[src/source/shift_ctrl_pkg.sv]
// Control path types for the shift unit: issue FSM states and credit count
package shift_ctrl_pkg;

    // Issue FSM states
    typedef enum logic [1:0] {
        st_run   = 2'd0,  // Accepting commands
        st_drain = 2'd1,  // Flush pending, port closed
        st_ack   = 2'd2   // Flush complete, one cycle
    } ctrl_state_e;

    // Count of result FIFO slots, FIFO depth up to 16
    typedef logic [4:0] credit_t;

endpackage

[src/source/shift_types_pkg.sv]
// Datapath types for the shift unit: data word, shift amount and shift operation
package shift_types_pkg;

    // Data word carried through the shifter and the result FIFO
    typedef logic [15:0] data_t;

    // Shift amount, one bit per shifter stage
    typedef logic [3:0] shamt_t;

    // Shift operation
    // Right shifts are done as left shifts on a bit-reversed word
    typedef enum logic [1:0] {
        op_sll = 2'd0,  // Logical left, zero fill
        op_srl = 2'd1,  // Logical right, zero fill
        op_sra = 2'd2,  // Arithmetic right, sign fill
        op_rol = 2'd3   // Rotate left
    } shift_op_e;

endpackage

[src/source/credit_counter.sv]
// Credit counter, tracks result FIFO slots not yet claimed by issued commands
`timescale 1ns/1ns

module credit_counter #(
    parameter int FIFO_DEPTH = 8
) (
    input  logic clk,
    input  logic rst_n,
    input  logic take,
    input  logic give,
    output logic has_credit,
    output logic all_free
);
    localparam shift_ctrl_pkg::credit_t FULL = shift_ctrl_pkg::credit_t'(FIFO_DEPTH);

    // Free slots, counting commands still in the shifter as used
    shift_ctrl_pkg::credit_t credit;

    always_ff @(posedge clk or negedge rst_n) begin
        if (!rst_n) begin
            credit <= FULL;
        end else begin
            case ({take, give})
                2'b10:   credit <= credit - 1'b1;  // Command accepted
                2'b01:   credit <= credit + 1'b1;  // Result popped
                default: credit <= credit;
            endcase
        end
    end

    assign has_credit = (credit != '0);
    // Nothing in the shifter and nothing in the FIFO
    assign all_free   = (credit == FULL);

endmodule

[src/source/issue_fsm.sv]
// Issue FSM, opens the command port and runs the flush handshake
`timescale 1ns/1ns

module issue_fsm (
    input  logic clk,
    input  logic rst_n,
    input  logic flush,
    input  logic has_credit,
    input  logic all_free,
    output logic in_ready,
    output logic flush_done
);
    shift_ctrl_pkg::ctrl_state_e state_q;
    shift_ctrl_pkg::ctrl_state_e state_d;
    logic                        armed_q;  // Low until the first edge after reset

    always_ff @(posedge clk or negedge rst_n) begin
        if (!rst_n) begin
            armed_q <= 1'b0;
        end else begin
            armed_q <= 1'b1;
        end
    end

    always_ff @(posedge clk or negedge rst_n) begin
        if (!rst_n) begin
            state_q <= shift_ctrl_pkg::st_run;
        end else begin
            state_q <= state_d;
        end
    end

    always_comb begin
        state_d = state_q;
        case (state_q)
            shift_ctrl_pkg::st_run: begin
                if (flush) begin
                    state_d = shift_ctrl_pkg::st_drain;
                end
            end
            shift_ctrl_pkg::st_drain: begin
                // All credits back means the pipeline and the FIFO are empty
                if (all_free) begin
                    state_d = shift_ctrl_pkg::st_ack;
                end
            end
            shift_ctrl_pkg::st_ack: begin
                state_d = shift_ctrl_pkg::st_run;
            end
            default: begin
                state_d = shift_ctrl_pkg::st_run;
            end
        endcase
    end

    assign in_ready   = armed_q && (state_q == shift_ctrl_pkg::st_run) && has_credit;
    assign flush_done = (state_q == shift_ctrl_pkg::st_ack);  // One-cycle pulse

endmodule

[src/source/log_barrel_shifter.sv]
// Pipelined logarithmic barrel shifter, one register stage per shift-amount bit
`timescale 1ns/1ns

module log_barrel_shifter #(
    parameter int DATA_W = 16
) (
    input  logic                       clk,
    input  logic                       rst_n,
    input  logic                       in_valid,
    input  shift_types_pkg::data_t     in_data,
    input  shift_types_pkg::shamt_t    in_shamt,
    input  shift_types_pkg::shift_op_e in_op,
    output logic                       res_valid,
    output shift_types_pkg::data_t     res_data
);
    localparam int STAGES = $clog2(DATA_W);

    // Index 0 is the input register, index k+1 the output of shift level k
    logic                       valid_q   [0:STAGES];
    shift_types_pkg::data_t     word_q    [0:STAGES];
    shift_types_pkg::shift_op_e op_q      [0:STAGES];
    shift_types_pkg::shamt_t    amt_q     [0:STAGES-1];  // Remaining amount, LSB is next level
    logic                       fill_q    [0:STAGES-1];  // Sign fill for sra
    shift_types_pkg::data_t     level_out [0:STAGES-1];

    function automatic shift_types_pkg::data_t bit_rev(input shift_types_pkg::data_t w);
        shift_types_pkg::data_t r;
        for (int i = 0; i < DATA_W; i++) begin
            r[i] = w[DATA_W-1-i];
        end
        return r;
    endfunction

    function automatic logic is_right(input shift_types_pkg::shift_op_e op);
        return (op == shift_types_pkg::op_srl) || (op == shift_types_pkg::op_sra);
    endfunction

    // Valid bits walk beside the data
    always_ff @(posedge clk or negedge rst_n) begin
        if (!rst_n) begin
            for (int k = 0; k <= STAGES; k++) begin
                valid_q[k] <= 1'b0;
            end
        end else begin
            valid_q[0] <= in_valid;
            for (int k = 1; k <= STAGES; k++) begin
                valid_q[k] <= valid_q[k-1];
            end
        end
    end

    // Each level shifts left by 0 or 2**k
    always_comb begin
        int sh;
        for (int k = 0; k < STAGES; k++) begin
            sh = 1 << k;
            if (!amt_q[k][0]) begin
                level_out[k] = word_q[k];
            end else if (op_q[k] == shift_types_pkg::op_rol) begin
                level_out[k] = (word_q[k] << sh) | (word_q[k] >> (DATA_W - sh));  // Wrapped bits
            end else if (fill_q[k]) begin
                level_out[k] = (word_q[k] << sh) | shift_types_pkg::data_t'((1 << sh) - 1);
            end else begin
                level_out[k] = word_q[k] << sh;
            end
        end
    end

    always_ff @(posedge clk) begin
        if (in_valid) begin
            word_q[0] <= is_right(in_op) ? bit_rev(in_data) : in_data;
            op_q[0]   <= in_op;
            amt_q[0]  <= in_shamt;
            fill_q[0] <= (in_op == shift_types_pkg::op_sra) && in_data[DATA_W-1];
        end
        for (int k = 0; k < STAGES; k++) begin
            if (valid_q[k]) begin
                word_q[k+1] <= level_out[k];
                op_q[k+1]   <= op_q[k];
            end
        end
        for (int k = 1; k < STAGES; k++) begin
            if (valid_q[k-1]) begin
                amt_q[k]  <= amt_q[k-1] >> 1;
                fill_q[k] <= fill_q[k-1];
            end
        end
    end

    assign res_valid = valid_q[STAGES];
    // Undo the input reversal for right shifts
    assign res_data  = is_right(op_q[STAGES]) ? bit_rev(word_q[STAGES]) : word_q[STAGES];

endmodule

[src/source/result_fifo.sv]
// Show-ahead result FIFO, holds shifter results until the consumer pops them
`timescale 1ns/1ns

module result_fifo #(
    parameter int FIFO_DEPTH = 8
) (
    input  logic                   clk,
    input  logic                   rst_n,
    input  logic                   wr_valid,
    input  shift_types_pkg::data_t wr_data,
    output logic                   out_valid,
    output shift_types_pkg::data_t out_data,
    input  logic                   out_ready
);
    localparam int PTR_W = $clog2(FIFO_DEPTH);
    localparam logic [PTR_W-1:0] LAST_PTR = PTR_W'(FIFO_DEPTH - 1);

    shift_types_pkg::data_t  mem [0:FIFO_DEPTH-1];
    logic [PTR_W-1:0]        wr_ptr;
    logic [PTR_W-1:0]        rd_ptr;
    shift_ctrl_pkg::credit_t count;  // Entries held
    logic                    pop;

    // Depth need not be a power of two
    function automatic logic [PTR_W-1:0] ptr_next(input logic [PTR_W-1:0] ptr);
        return (ptr == LAST_PTR) ? '0 : ptr + 1'b1;
    endfunction

    assign pop = out_valid && out_ready;

    always_ff @(posedge clk) begin
        if (wr_valid) begin
            mem[wr_ptr] <= wr_data;
        end
    end

    always_ff @(posedge clk or negedge rst_n) begin
        if (!rst_n) begin
            wr_ptr <= '0;
            rd_ptr <= '0;
        end else begin
            if (wr_valid) begin
                wr_ptr <= ptr_next(wr_ptr);
            end
            if (pop) begin
                rd_ptr <= ptr_next(rd_ptr);
            end
        end
    end

    always_ff @(posedge clk or negedge rst_n) begin
        if (!rst_n) begin
            count <= '0;
        end else begin
            case ({wr_valid, pop})
                2'b10:   count <= count + 1'b1;
                2'b01:   count <= count - 1'b1;
                default: count <= count;  // Idle, or write and pop together
            endcase
        end
    end

    // Head entry is visible while the FIFO holds anything
    assign out_valid = (count != '0);
    assign out_data  = mem[rd_ptr];

endmodule

[src/source/shift_unit_top.sv]
// Shift unit top level, command port, pipelined shifter, result FIFO and flush control
`timescale 1ns/1ns

module shift_unit_top #(
    parameter int DATA_W     = 16,
    parameter int FIFO_DEPTH = 8
) (
    input  logic                       clk,
    input  logic                       rst_n,
    // Command port
    input  logic                       in_valid,
    input  shift_types_pkg::data_t     in_data,
    input  shift_types_pkg::shamt_t    in_shamt,
    input  shift_types_pkg::shift_op_e in_op,
    output logic                       in_ready,
    // Result port
    output logic                       out_valid,
    output shift_types_pkg::data_t     out_data,
    input  logic                       out_ready,
    // Flush handshake
    input  logic                       flush,
    output logic                       flush_done
);
    logic                   accept;  // Command transfer
    logic                   pop;     // Result transfer
    logic                   has_credit;
    logic                   all_free;
    logic                   res_valid;
    shift_types_pkg::data_t res_data;

    assign accept = in_valid && in_ready;
    assign pop    = out_valid && out_ready;

    issue_fsm u_issue_fsm (
        .clk        (clk),
        .rst_n      (rst_n),
        .flush      (flush),
        .has_credit (has_credit),
        .all_free   (all_free),
        .in_ready   (in_ready),
        .flush_done (flush_done)
    );

    credit_counter #(
        .FIFO_DEPTH (FIFO_DEPTH)
    ) u_credit_counter (
        .clk        (clk),
        .rst_n      (rst_n),
        .take       (accept),
        .give       (pop),
        .has_credit (has_credit),
        .all_free   (all_free)
    );

    log_barrel_shifter #(
        .DATA_W (DATA_W)
    ) u_shifter (
        .clk       (clk),
        .rst_n     (rst_n),
        .in_valid  (accept),
        .in_data   (in_data),
        .in_shamt  (in_shamt),
        .in_op     (in_op),
        .res_valid (res_valid),
        .res_data  (res_data)
    );

    // No full flag, credits keep the FIFO from overflowing
    result_fifo #(
        .FIFO_DEPTH (FIFO_DEPTH)
    ) u_result_fifo (
        .clk       (clk),
        .rst_n     (rst_n),
        .wr_valid  (res_valid),
        .wr_data   (res_data),
        .out_valid (out_valid),
        .out_data  (out_data),
        .out_ready (out_ready)
    );

endmodule

[config.mk]
export PLATFORM = sky130hd
export DESIGN_NAME = shift_unit_top
export DESIGN_NICKNAME = d
export VERILOG_FILES = /design/src/source/shift_ctrl_pkg.sv /design/src/source/shift_types_pkg.sv /design/src/source/credit_counter.sv /design/src/source/issue_fsm.sv /design/src/source/log_barrel_shifter.sv /design/src/source/result_fifo.sv /design/src/source/shift_unit_top.sv
export SDC_FILE = /design/constraint.sdc
export NUM_CORES = 1
export LEC_CHECK = 0
export BUFFER_PORTS_ARGS = -buffer_cell sky130_fd_sc_hd__buf_2
export CAP_MARGIN = 15
export CORE_MARGIN = 1
export CORE_UTILIZATION = 48
export CTS_CLUSTER_DIAMETER = 60
export CTS_CLUSTER_SIZE = 25
export DETAILED_ROUTE_END_ITERATION = 10
export MAX_ROUTING_LAYER = met4
export PLACE_DENSITY = 0.62
export SKIP_LAST_GASP = 1
export SYNTH_ARGS = -nofsm -noshare
export SYNTH_HDL_FRONTEND = slang
export SYNTH_SLANG_ARGS = --single-unit
[constraint.sdc]
create_clock -name clk -period 3.75 [get_ports clk]
set_clock_uncertainty 0.2 [all_clocks]
set_input_delay 0.5625 -clock clk [delete_from_list [all_inputs] [get_ports clk]]
set_output_delay 0.5625 -clock clk [all_outputs]
set_load 0.005 [all_outputs]
* After elaboration in Yosys (flattened, before gate mapping)
Memories as Yosys holds them, arrays and structs flattened. Index checks and enable logic that the tools add are counted.
Word-level totals: memories kept 5, RAM bits 238, input port bits 27, word-level logic and storage cells 91, register bits after elaboration 24, output and inout port bits 19
Operators by class: mux-type cells 33, bitwise operators 4, reduce and logical (&&, ||, !) cells 13, equal/unequal tests 19, add/sub/neg operators 6
Memory list:
- u_result_fifo.mem | words 8, width 16, read ports 1, clocked after memory_dff 0, wr ports 1, RTL line result_fifo.sv:18 | shift_types_pkg::data_t mem [0:FIFO_DEPTH-1];
- u_shifter.word_q | words 5, width 16, read ports 5, clocked after memory_dff 0, wr ports 5, RTL line log_barrel_shifter.sv:20 | shift_types_pkg::data_t word_q [0:STAGES];
- u_shifter.amt_q | words 4, width 4, read ports 4, clocked after memory_dff 0, wr ports 4, RTL line log_barrel_shifter.sv:22 | shift_types_pkg::shamt_t amt_q [0:STAGES-1];
- u_shifter.op_q | words 5, width 2, read ports 5, clocked after memory_dff 0, wr ports 5, RTL line log_barrel_shifter.sv:21 | shift_types_pkg::shift_op_e op_q [0:STAGES];
- u_shifter.fill_q | words 4, width 1, read ports 4, clocked after memory_dff 0, wr ports 4, RTL line log_barrel_shifter.sv:23 | logic fill_q [0:STAGES-1];
Operator list (count):
- 2-to-1 mux 16 bit | 10
- case mux 5 bit (2 select lines) | 2
- equality test 2 bit (second input constant) | 9
- OR 16 x 1 -> 16 bit | 1
- OR 16 x 2 -> 16 bit | 1
- OR 16 x 4 -> 16 bit | 1
- OR 16 x 8 -> 16 bit | 1
- 2-to-1 mux 1 bit | 13
- adder 5 x 1 -> 5 bit (second input constant) | 2
- equality test 2 x 1 -> 1 bit (second input constant) | 5
- nonzero test 5 bit | 2
- subtractor 5 x 1 -> 5 bit (second input constant) | 2
- 2-to-1 mux 8 bit | 1
- adder 3 x 1 -> 3 bit (second input constant) | 2
- equality test 3 bit (second input constant) | 2
- 2-to-1 mux 2 bit | 3
- 2-to-1 mux 3 bit | 2
- equality test 5 x 4 -> 1 bit (second input constant) | 1
- logical AND 1 bit | 5
- 2-to-1 mux 4 bit | 1
- inequality test 2 bit (second input constant) | 2
- case mux 2 bit (2 select lines) | 1
- nonzero test 2 bit | 2
- zero test 2 bit | 1
- 2 further kinds | 3

* Depth between registers and ports, before layout
Gate-level depths: netlist (run 1).
word-level depth 6, gate-level depth with buffers 11, mapped depth without buffers 11

* By module
A second synthesis (run 1) with hierarchy kept.
Second synthesis, totals: cell total of the unflattened synthesis 577, area, all modules 10830.4 um^2
Modules (own cells, without submodules):
- result_fifo | area an instance 5662.9 um^2, times used 1, cells each 262, sequential area each 4119.0 um^2
- log_barrel_shifter | area an instance 4619.4 um^2, times used 1, cells each 260, sequential area each 3248.1 um^2
- credit_counter | area an instance 404.1 um^2, times used 1, cells each 42, sequential area each 126.4 um^2
- issue_fsm | area an instance 131.4 um^2, times used 1, cells each 11, sequential area each 75.1 um^2
- shift_unit_top | area an instance 12.5 um^2, times used 1, cells each 2, sequential area each 0.0 um^2

* Worst setup path before layout (run 1)
OpenSTA, ideal clock, no wires.
path type reg2reg, from register u_credit_counter.credit[3], to register u_credit_counter.credit[4], path slack 1.036 ns, cell stages (with the launch flop) 11, arrival time 2.360 ns, buffers on the path 0, cells stage by stage dfstp_2 > nor2b_1 > nor4b_1 > nand2_1 > ha_1 > inv_1 > ha_1 > nor2b_1 > o21a_1 > o2111ai_1 > o311ai_0
Between the ends: longest elaborated chain between the ends 5, elaborated cells between the ends (all ways) 9, those cells by class 2 x add/sub; 2 x eq/ne; 1 x mux; 4 x reduce/logical
RTL lines:
- from (decl) | RTL line credit_counter.sv:17 | shift_ctrl_pkg::credit_t credit;
- from (signal assigned) | RTL line credit_counter.sv:24 | 2'b10: credit <= credit - 1'b1;
- from (signal assigned) | RTL line credit_counter.sv:25 | 2'b01: credit <= credit + 1'b1;
- from (signal assigned) | RTL line credit_counter.sv:26 | default: credit <= credit;
- nonzero test 5 bit * | RTL line credit_counter.sv:31 | assign has_credit = (credit != '0);
- logical AND 1 bit * | RTL line issue_fsm.sv:56 | assign in_ready = armed_q && (state_q == shift_ctrl_pkg::st_run) && has_credit;
- named net in_ready | RTL line shift_unit_top.sv:15 | output logic in_ready,
- logical AND 1 bit * | RTL line shift_unit_top.sv:31 | assign accept = in_valid && in_ready;
- equality test 2 x 1 -> 1 bit or equality test 2 bit (tied branches) | RTL line credit_counter.sv:23 | case ({take, give})
- case mux 5 bit (2 select lines) or nonzero test 2 bit (tied branches)
Mark *: on every way through the listed nets, which the timed path passes. The rest lies on a longest branch. A chain may end at the register's enable or synchronous reset.

* Worst setup path after layout (run 1)
from register u_credit_counter.credit[0], to register u_credit_counter.credit[4]
Between the ends: longest elaborated chain between the ends 5, elaborated cells between the ends (all ways) 9, those cells by class 2 x add/sub; 2 x eq/ne; 1 x mux; 4 x reduce/logical
RTL lines:
- parallel branches: the longest is 5 deep, another holds adder 5 x 1 -> 5 bit
Several ways; the timed one is not identified.

==> results of run 1 <==
## timing repair
action,CTS,global route
hold buffers,1,0
hold endpoints to repair,23,0
setup endpoints to repair,0,0
## worst max path at each step
| stage | slack [ps] | to | start | depth (start not counted) |
|---|---|---|---|---|
| 3_5_place_dp | 560 | u_credit_counter.credit[4] | u_credit_counter.credit[1] | 10 |
| 2_1_floorplan | 1040 | u_credit_counter.credit[4] | u_credit_counter.credit[3] | 10 |
| 5_1_grt | 260 | u_credit_counter.credit[4] | u_credit_counter.credit[0] | 11 |
| 6_report | 500 | u_credit_counter.credit[4] | u_credit_counter.credit[0] | 10 |
| 4_1_cts | 530 | u_credit_counter.credit[4] | u_credit_counter.credit[1] | 10 |
| 3_3_place_gp | 820 | u_credit_counter.credit[4] | u_credit_counter.credit[1] | 10 |
## power groups by stage
stage	Combinational, mW	Clock (mW)	Sequential (mW)
global placement	1.47	0	3.63
detailed placement	1.54	0	3.65
global route	1.69	2.11	3.61
CTS	1.55	2.01	3.58
finish	1.52	1.96	3.58
floorplan	1.23	0	3.53
## area by class of cell
class	instances	area [um2]	area share
Clock buffer	18	429.2	0.03644
Inverter	12	45.04	0.003824
Multi-Input combinational cell	305	2935	0.2492
Sequential cell	256	7569	0.6426
Clock inverter	10	140.1	0.01190
Timing Repair Buffer	56	310.3	0.02634
Tap cell	280	350.3	0.02974
## metal layers
layer,vias up,GRT usage,share of wire
li1,2451,-,-
met1,2534,0.1789,0.42
met2,82,0.2826,0.52
met3,30,0.02651,0.035
met4,0,0.05450,0.026
met5,-,-,0
## sequential cells by signal (all words and copies together) (netlist names)
name and cells:
u_result_fifo.mem 128, u_shifter.word_q 80, u_shifter.amt_q 10, u_shifter.op_q 10, u_credit_counter.credit 5, u_result_fifo.count 5, u_shifter.fill_q 4, u_shifter.valid_q 4
u_result_fifo.rd_ptr 3, u_result_fifo.wr_ptr 3, u_issue_fsm.state_q 2, u_issue_fsm.armed_q 1, u_shifter.res_valid 1
## cells in the final DEF, fill, tap and decap left out, types with 3 or more instances in the layout
cell,instances
nand2_1,60
dfrtp_1,23
nor2_2,6
mux4_1,29
inv_1,12
nor2_1,17
o311ai_0,3
o2111ai_1,3
xor2_1,5
inv_6,3
mux4_2,3
nand2b_1,4
edfxtp_1,232
buf_4,10
mux2_2,86
buf_2,45
a31oi_1,15
xnor2_1,3
nor2b_1,4
ha_1,13
nor4_1,3
clkbuf_16,17
o21ai_0,7
a21oi_1,17
## cells by family (layout without fill, tap and decap cells)
| logic type | after synthesis | in the layout | share of synthesized area |
|---|---|---|---|
| fa+ha+maj | 15 | 15 | 0.01901 |
| flops | 256 | 256 | 0.7100 |
| buf+inv | 39 | 96 | 0.01819 |
| simple gates | 107 | 107 | 0.04378 |
| other cells | 1 | 1 | 0.0003518 |
| compound gates | 54 | 54 | 0.03157 |
| xor+xnor | 8 | 8 | 0.006573 |
| mux | 120 | 120 | 0.1705 |
## per-stage QoR
stage,hold slack [ps],utilization,std cells,setup slack [ps]
after floorplan,66.91,-,600,1036
after global placement,207.3,0.5128,907,817.3
after detailed placement,205.2,0.5128,907,563.9
after CTS,18.53,0.5394,936,527.7
after global routing,11.98,0.5397,937,258.7
final,39.30,0.5397,937,496.6
==> results.sh, run 1 <==
export IMPL_yosysTopAreaCellShare=0.6535
export IMPL_drc=0
export IMPL_pwr_share_comb=0.216
export IMPL_start_util=0.4885
export IMPL_cp_max_fo=7
export IMPL_synth_nets=642
export IMPL_grt_setup_unrepaired="false"
export IMPL_synth_warnings=0
export IMPL_finalSetupViolations=0
export IMPL_port_buffers=45
export IMPL_tightest_slew_ps=1040
export IMPL_synth_edf_count=232
export IMPL_clock_latency_ps=490
export IMPL_postCtsSetupBuffers=0
export IMPL_p_int_mw=5.133
export IMPL_start_kind="flip-flop"
export IMPL_cts_resized=0
export IMPL_syn_area_um2=10660
export IMPL_clock_root_buffer="clkbuf_16"
export IMPL_clk_pin_slew_worst_paths_ps=90
export IMPL_diodes=0
export IMPL_holdCritStartpoint="in_shamt[0]"
export IMPL_drt_iter0_markers=223
export IMPL_r2r_end="u_credit_counter.credit[4]"
export IMPL_grt_usage=0.1580
export IMPL_synth_main_ff_cell="edfxtp_1"
export IMPL_hp_class="in -> reg"
export IMPL_postSynthAreaPerCell_um2=17.77
export IMPL_crit_arrival_ps=3400
export IMPL_fin_area_um2=11780
export IMPL_synth_distinct_cells=42
export IMPL_gp_congestion=0.8396
export IMPL_period_share=0.8676
export IMPL_dr_total_vias=5097
export IMPL_status="finished clean"
export IMPL_path_class="reg -> reg"
export IMPL_design_portCount=46
export IMPL_cp_end_kind="flip-flop"
export IMPL_path_delay_family="simple AND/OR/NAND/NOR gates"
export IMPL_critical_path_slowest_cell="dfrtp_1"
export IMPL_synthArstFlopShare=0.09375
export IMPL_antenna_left=0
export IMPL_fp_row_count=54
export IMPL_hold_viol=0
export IMPL_swShare=0.2733
export IMPL_fp_dieW_um=151.0
export IMPL_fmax_ghz=0.3074
export IMPL_firstDrtPassIters=4
export IMPL_maxCapViolations=0
export IMPL_finalSetupTns_ps=0
export IMPL_grt_pass1_wl_um=26650
export IMPL_fillers=1730
export IMPL_dp_hpwl_um=10530
export IMPL_avgViaCountPerCell=5.440
export IMPL_holdPathEnd="u_shifter.amt_q[0][0]"
export IMPL_ys_seq_area_frac=0.7100
export IMPL_reg2reg_from="u_credit_counter.credit[0]"
export IMPL_reg2reg_depth=10
export IMPL_die_h_um=151.0
export IMPL_synthTopCellsByArea="edfxtp_1, mux2_2, mux4_1, dfrtp_1, nand2_1"
export IMPL_drive_above_1_share=0.2740
export IMPL_drv_slew=0
export IMPL_synth_seq_cells=256
export IMPL_core_um2=21820
export IMPL_netlist_instances=600
export IMPL_syn_to_final_growth_pct=10.49
export IMPL_fin_crit_ps=3253
export IMPL_rrSetupSlack_ps=500
export IMPL_routed_wl_um=16700
export IMPL_cts_buffers=17
export IMPL_critPathMaxStageDelay_ps=450
export IMPL_wl_per_cell_um=17.82
export IMPL_clk_path_buf_depth=3
export IMPL_htreeDepth=1
export IMPL_grt_pass1_vias=5105
export IMPL_grt_max_degree=35
export IMPL_crit_required_ps=3900
export IMPL_yosys_top_cells_count="edfxtp_1, mux2_2, nand2_1"
export IMPL_powerDensity_nw_per_um2=599.7
export IMPL_relSlewSlack=0.3042
export IMPL_path_cells="nor4_1, nor2b_1, nor4b_1, nand2_1, ha_1, inv_1, ha_1, or3_1, o311ai_0, o311ai_0"
export IMPL_pwr_share_clk=0.277
export IMPL_yosysTopAreaCell="edfxtp_1"
export IMPL_switchingPower_mw=1.931
export IMPL_finalPower_mw=7.064
export IMPL_hold_depth=1
export IMPL_cts_tree="built"
export IMPL_layout_nets=690
export IMPL_clock_sinks=256
export IMPL_grt_ovfl_total=0
export IMPL_antenna_found_initial=0
export IMPL_power_frac_seq=0.507
export IMPL_ir_worst_vdd_uv=354.3
export IMPL_die_area_um2=22810
export IMPL_power_leakage_nw=4.110
export IMPL_yosysMostFrequentCell="edfxtp_1"
export IMPL_dpl_cell_area_um2=11190
export IMPL_cp_buffers_inverters=1
No activity file was read; power rests on OpenSTA's default activity.
==> inputs of run 2 (changes only) <==
--- a/config.mk
+++ b/config.mk
@@ -8,12 +8,12 @@
 export BUFFER_PORTS_ARGS = -buffer_cell sky130_fd_sc_hd__buf_2
 export CAP_MARGIN = 15
 export CORE_MARGIN = 1
-export CORE_UTILIZATION = 48
+export CORE_UTILIZATION = 61
 export CTS_CLUSTER_DIAMETER = 60
 export CTS_CLUSTER_SIZE = 25
 export DETAILED_ROUTE_END_ITERATION = 10
 export MAX_ROUTING_LAYER = met4
-export PLACE_DENSITY = 0.62
+export PLACE_DENSITY = 0.76
 export SKIP_LAST_GASP = 1
 export SYNTH_ARGS = -nofsm -noshare
 export SYNTH_HDL_FRONTEND = slang
==> constraint.sdc (replaced) <==
create_clock -name clk -period 3.4 [get_ports clk]
set_clock_uncertainty 0.2 [all_clocks]
set_input_delay 0.51 -clock clk [delete_from_list [all_inputs] [get_ports clk]]
set_output_delay 0.51 -clock clk [all_outputs]
set_load 0.005 [all_outputs]
==> run 2 against run 1 <==
  * Via count rose by 1.2%
  * Clock power rose by 5%
  * Count of clock-buffer cells in the layout up 2
  * Hold slack lost 14 ps
  * Maximum frequency is 2.0% higher
  * Core utilization rose by 16 points
  * Critical path type unchanged
  * Critical endpoint unchanged
  * Largest power group unchanged
==> results.sh, run 2 (synthesis gave the netlist of run 1 again) <==
export IMPL_top_register="u_result_fifo.mem"
export IMPL_clk_path_buf_depth=3
export IMPL_clock_sinks=256
export IMPL_final_core_util=0.6973
export IMPL_drive_above_1_share=0.2632
export IMPL_reg2reg_depth=11
export IMPL_rrSetupSlack_ps=210
export IMPL_whs_ps=25.06
export IMPL_largest_reg_flops=128
export IMPL_finalSetupViolations=0
export IMPL_fmax_ghz=0.3136
export IMPL_path_class="reg -> reg"
export IMPL_power_leakage_nw=4.125
export IMPL_final_common_cell="edfxtp_1"
export IMPL_tightest_slew_ps=955.0
export IMPL_fin_crit_ps=3188
export IMPL_dpl_cell_area_um2=11120
export IMPL_die_area_um2=18010
export IMPL_htreeDepth=1
export IMPL_hold_depth=1
export IMPL_core_um2=16820
export IMPL_powerDensity_nw_per_um2=655.8
export IMPL_syn_to_final_growth_pct=10.01
export IMPL_period_share=0.9378
export IMPL_cts_tree="built"
export IMPL_final_cell_mix="edfxtp_1, mux2_2, nand2_1"
export IMPL_fillers=1081
export IMPL_crit_required_ps=3520
export IMPL_port_buffers=45
export IMPL_layout_setup_ws_ps=211.6
export IMPL_reg2reg_from="u_credit_counter.credit[1]"
export IMPL_grt_pass1_wl_um=26830
export IMPL_hp_class="in -> reg"
export IMPL_relSlewSlack=0.3612
export IMPL_holdCritStartpoint="in_op[0]"
export IMPL_crit_arrival_ps=3310
export IMPL_clock_latency_ps=480
export IMPL_cp_max_fo=7
export IMPL_drv_slew=0
export IMPL_maxCapViolations=0
export IMPL_fin_area_um2=11730
export IMPL_cts_buffers=16
export IMPL_place_inst=849
export IMPL_die_h_um=134.2
export IMPL_grt_usage=0.1996
export IMPL_fin_cells=881
export IMPL_drc=0
export IMPL_clk_pin_slew_worst_paths_ps=80
export IMPL_gp_congestion=0.8254
export IMPL_avgViaCountPerCell=5.857
export IMPL_drt_iter0_markers=355
export IMPL_firstDrtPassIters=5
export IMPL_grt_ovfl_total=0
export IMPL_fp_dieW_um=134.2
export IMPL_finalPower_mw=7.691
export IMPL_biggestRegsByFlops="u_result_fifo.mem x128, u_shifter.word_q x80"
export IMPL_wl_per_cell_um=18.67
export IMPL_start_kind="flip-flop"
export IMPL_r2r_end="u_credit_counter.credit[4]"
export IMPL_pre_cts_ws_ps=214.0
export IMPL_routed_wl_um=16450
export IMPL_grt_pass1_vias=5259
export IMPL_finalSetupTns_ps=0
export IMPL_grt_max_degree=36
export IMPL_clock_root_buffer="clkbuf_16"
export IMPL_antenna_found_initial=0
export IMPL_fp_row_count=47
export IMPL_start_util=0.6338
export IMPL_antenna_left=0
export IMPL_ir_worst_vdd_uv=496.0
export IMPL_hold_viol=0
export IMPL_grt_setup_unrepaired="false"
export IMPL_status="finished clean"
export IMPL_holdPathEnd="u_shifter.op_q[0][0]"
export IMPL_dp_hpwl_um=10380
export IMPL_design_portCount=46
export IMPL_diodes=0
export IMPL_dr_total_vias=5160
export IMPL_cp_end_kind="flip-flop"
export IMPL_layout_nets=694
run 2: metal layers:
metal / part of all wire / wire length [um] / global-route usage / vias up
li1: - / - / - / 2459
met1: 0.40 / 6578 / 0.2346 / 2542
met2: 0.54 / 8903 / 0.3618 / 127
met3: 0.037 / 607 / 0.02721 / 32
met4: 0.022 / 357 / 0.05243 / 0
met5: 0 / 0 / - / -
run 2: critical path, cell delays in order, from the launching register on:
cell and delay [ps]:
dfrtp_1 430, nor4_2 400, nor2b_1 220, nor4b_2 80, nand2_1 80, ha_1 300
inv_1 150, ha_1 360, nor4_1 350, a311oi_1 100, o311ai_0 140, o311ai_0 220
run 2: power by group:
| part | internal [mW] | switching [mW] | total (mW) |
|---|---|---|---|
| combinational | 0.910 | 0.782 | 1.69 |
| sequential | 3.70 | 0.252 | 3.95 |
| clock | 1.04 | 1.01 | 2.05 |
| total | 5.65 | 2.04 | 7.69 |
run 2: how the worst max path moves through the flow:
stage / startpoint / end / slack [ps] / cells past startpoint
after CTS: u_credit_counter.credit[1] / u_credit_counter.credit[4] / 190 / 11
after detailed placement: u_credit_counter.credit[1] / u_credit_counter.credit[4] / 210 / 11
final: u_credit_counter.credit[1] / u_credit_counter.credit[4] / 210 / 11
after floorplan: u_credit_counter.credit[3] / u_credit_counter.credit[4] / 690 / 10
after global placement: u_credit_counter.credit[1] / u_credit_counter.credit[4] / 470 / 10
after global routing: u_credit_counter.credit[1] / u_credit_counter.credit[4] / 0.2 / 11
run 2: layout make-up:
| class | instances | area (um2) | area share |
|---|---|---|---|
| Clock buffer | 20 | 436.7 | 0.03723 |
| Inverter | 12 | 45.04 | 0.003841 |
| Sequential cell | 256 | 7569 | 0.6454 |
| Clock inverter | 7 | 111.4 | 0.009495 |
| Multi-Input combinational cell | 305 | 2933 | 0.2501 |
| Timing Repair Buffer | 61 | 357.8 | 0.03051 |
| Tap cell | 220 | 275.3 | 0.02347 |
run 2: repair_timing:
action / in CTS / in global routing
endpoints found under the hold margin: 27 / 0
hold buffers: 5 / 0
buffers inserted: 0 / 0
endpoints found under the setup margin: 0 / 1
resized for setup: 0 / 2
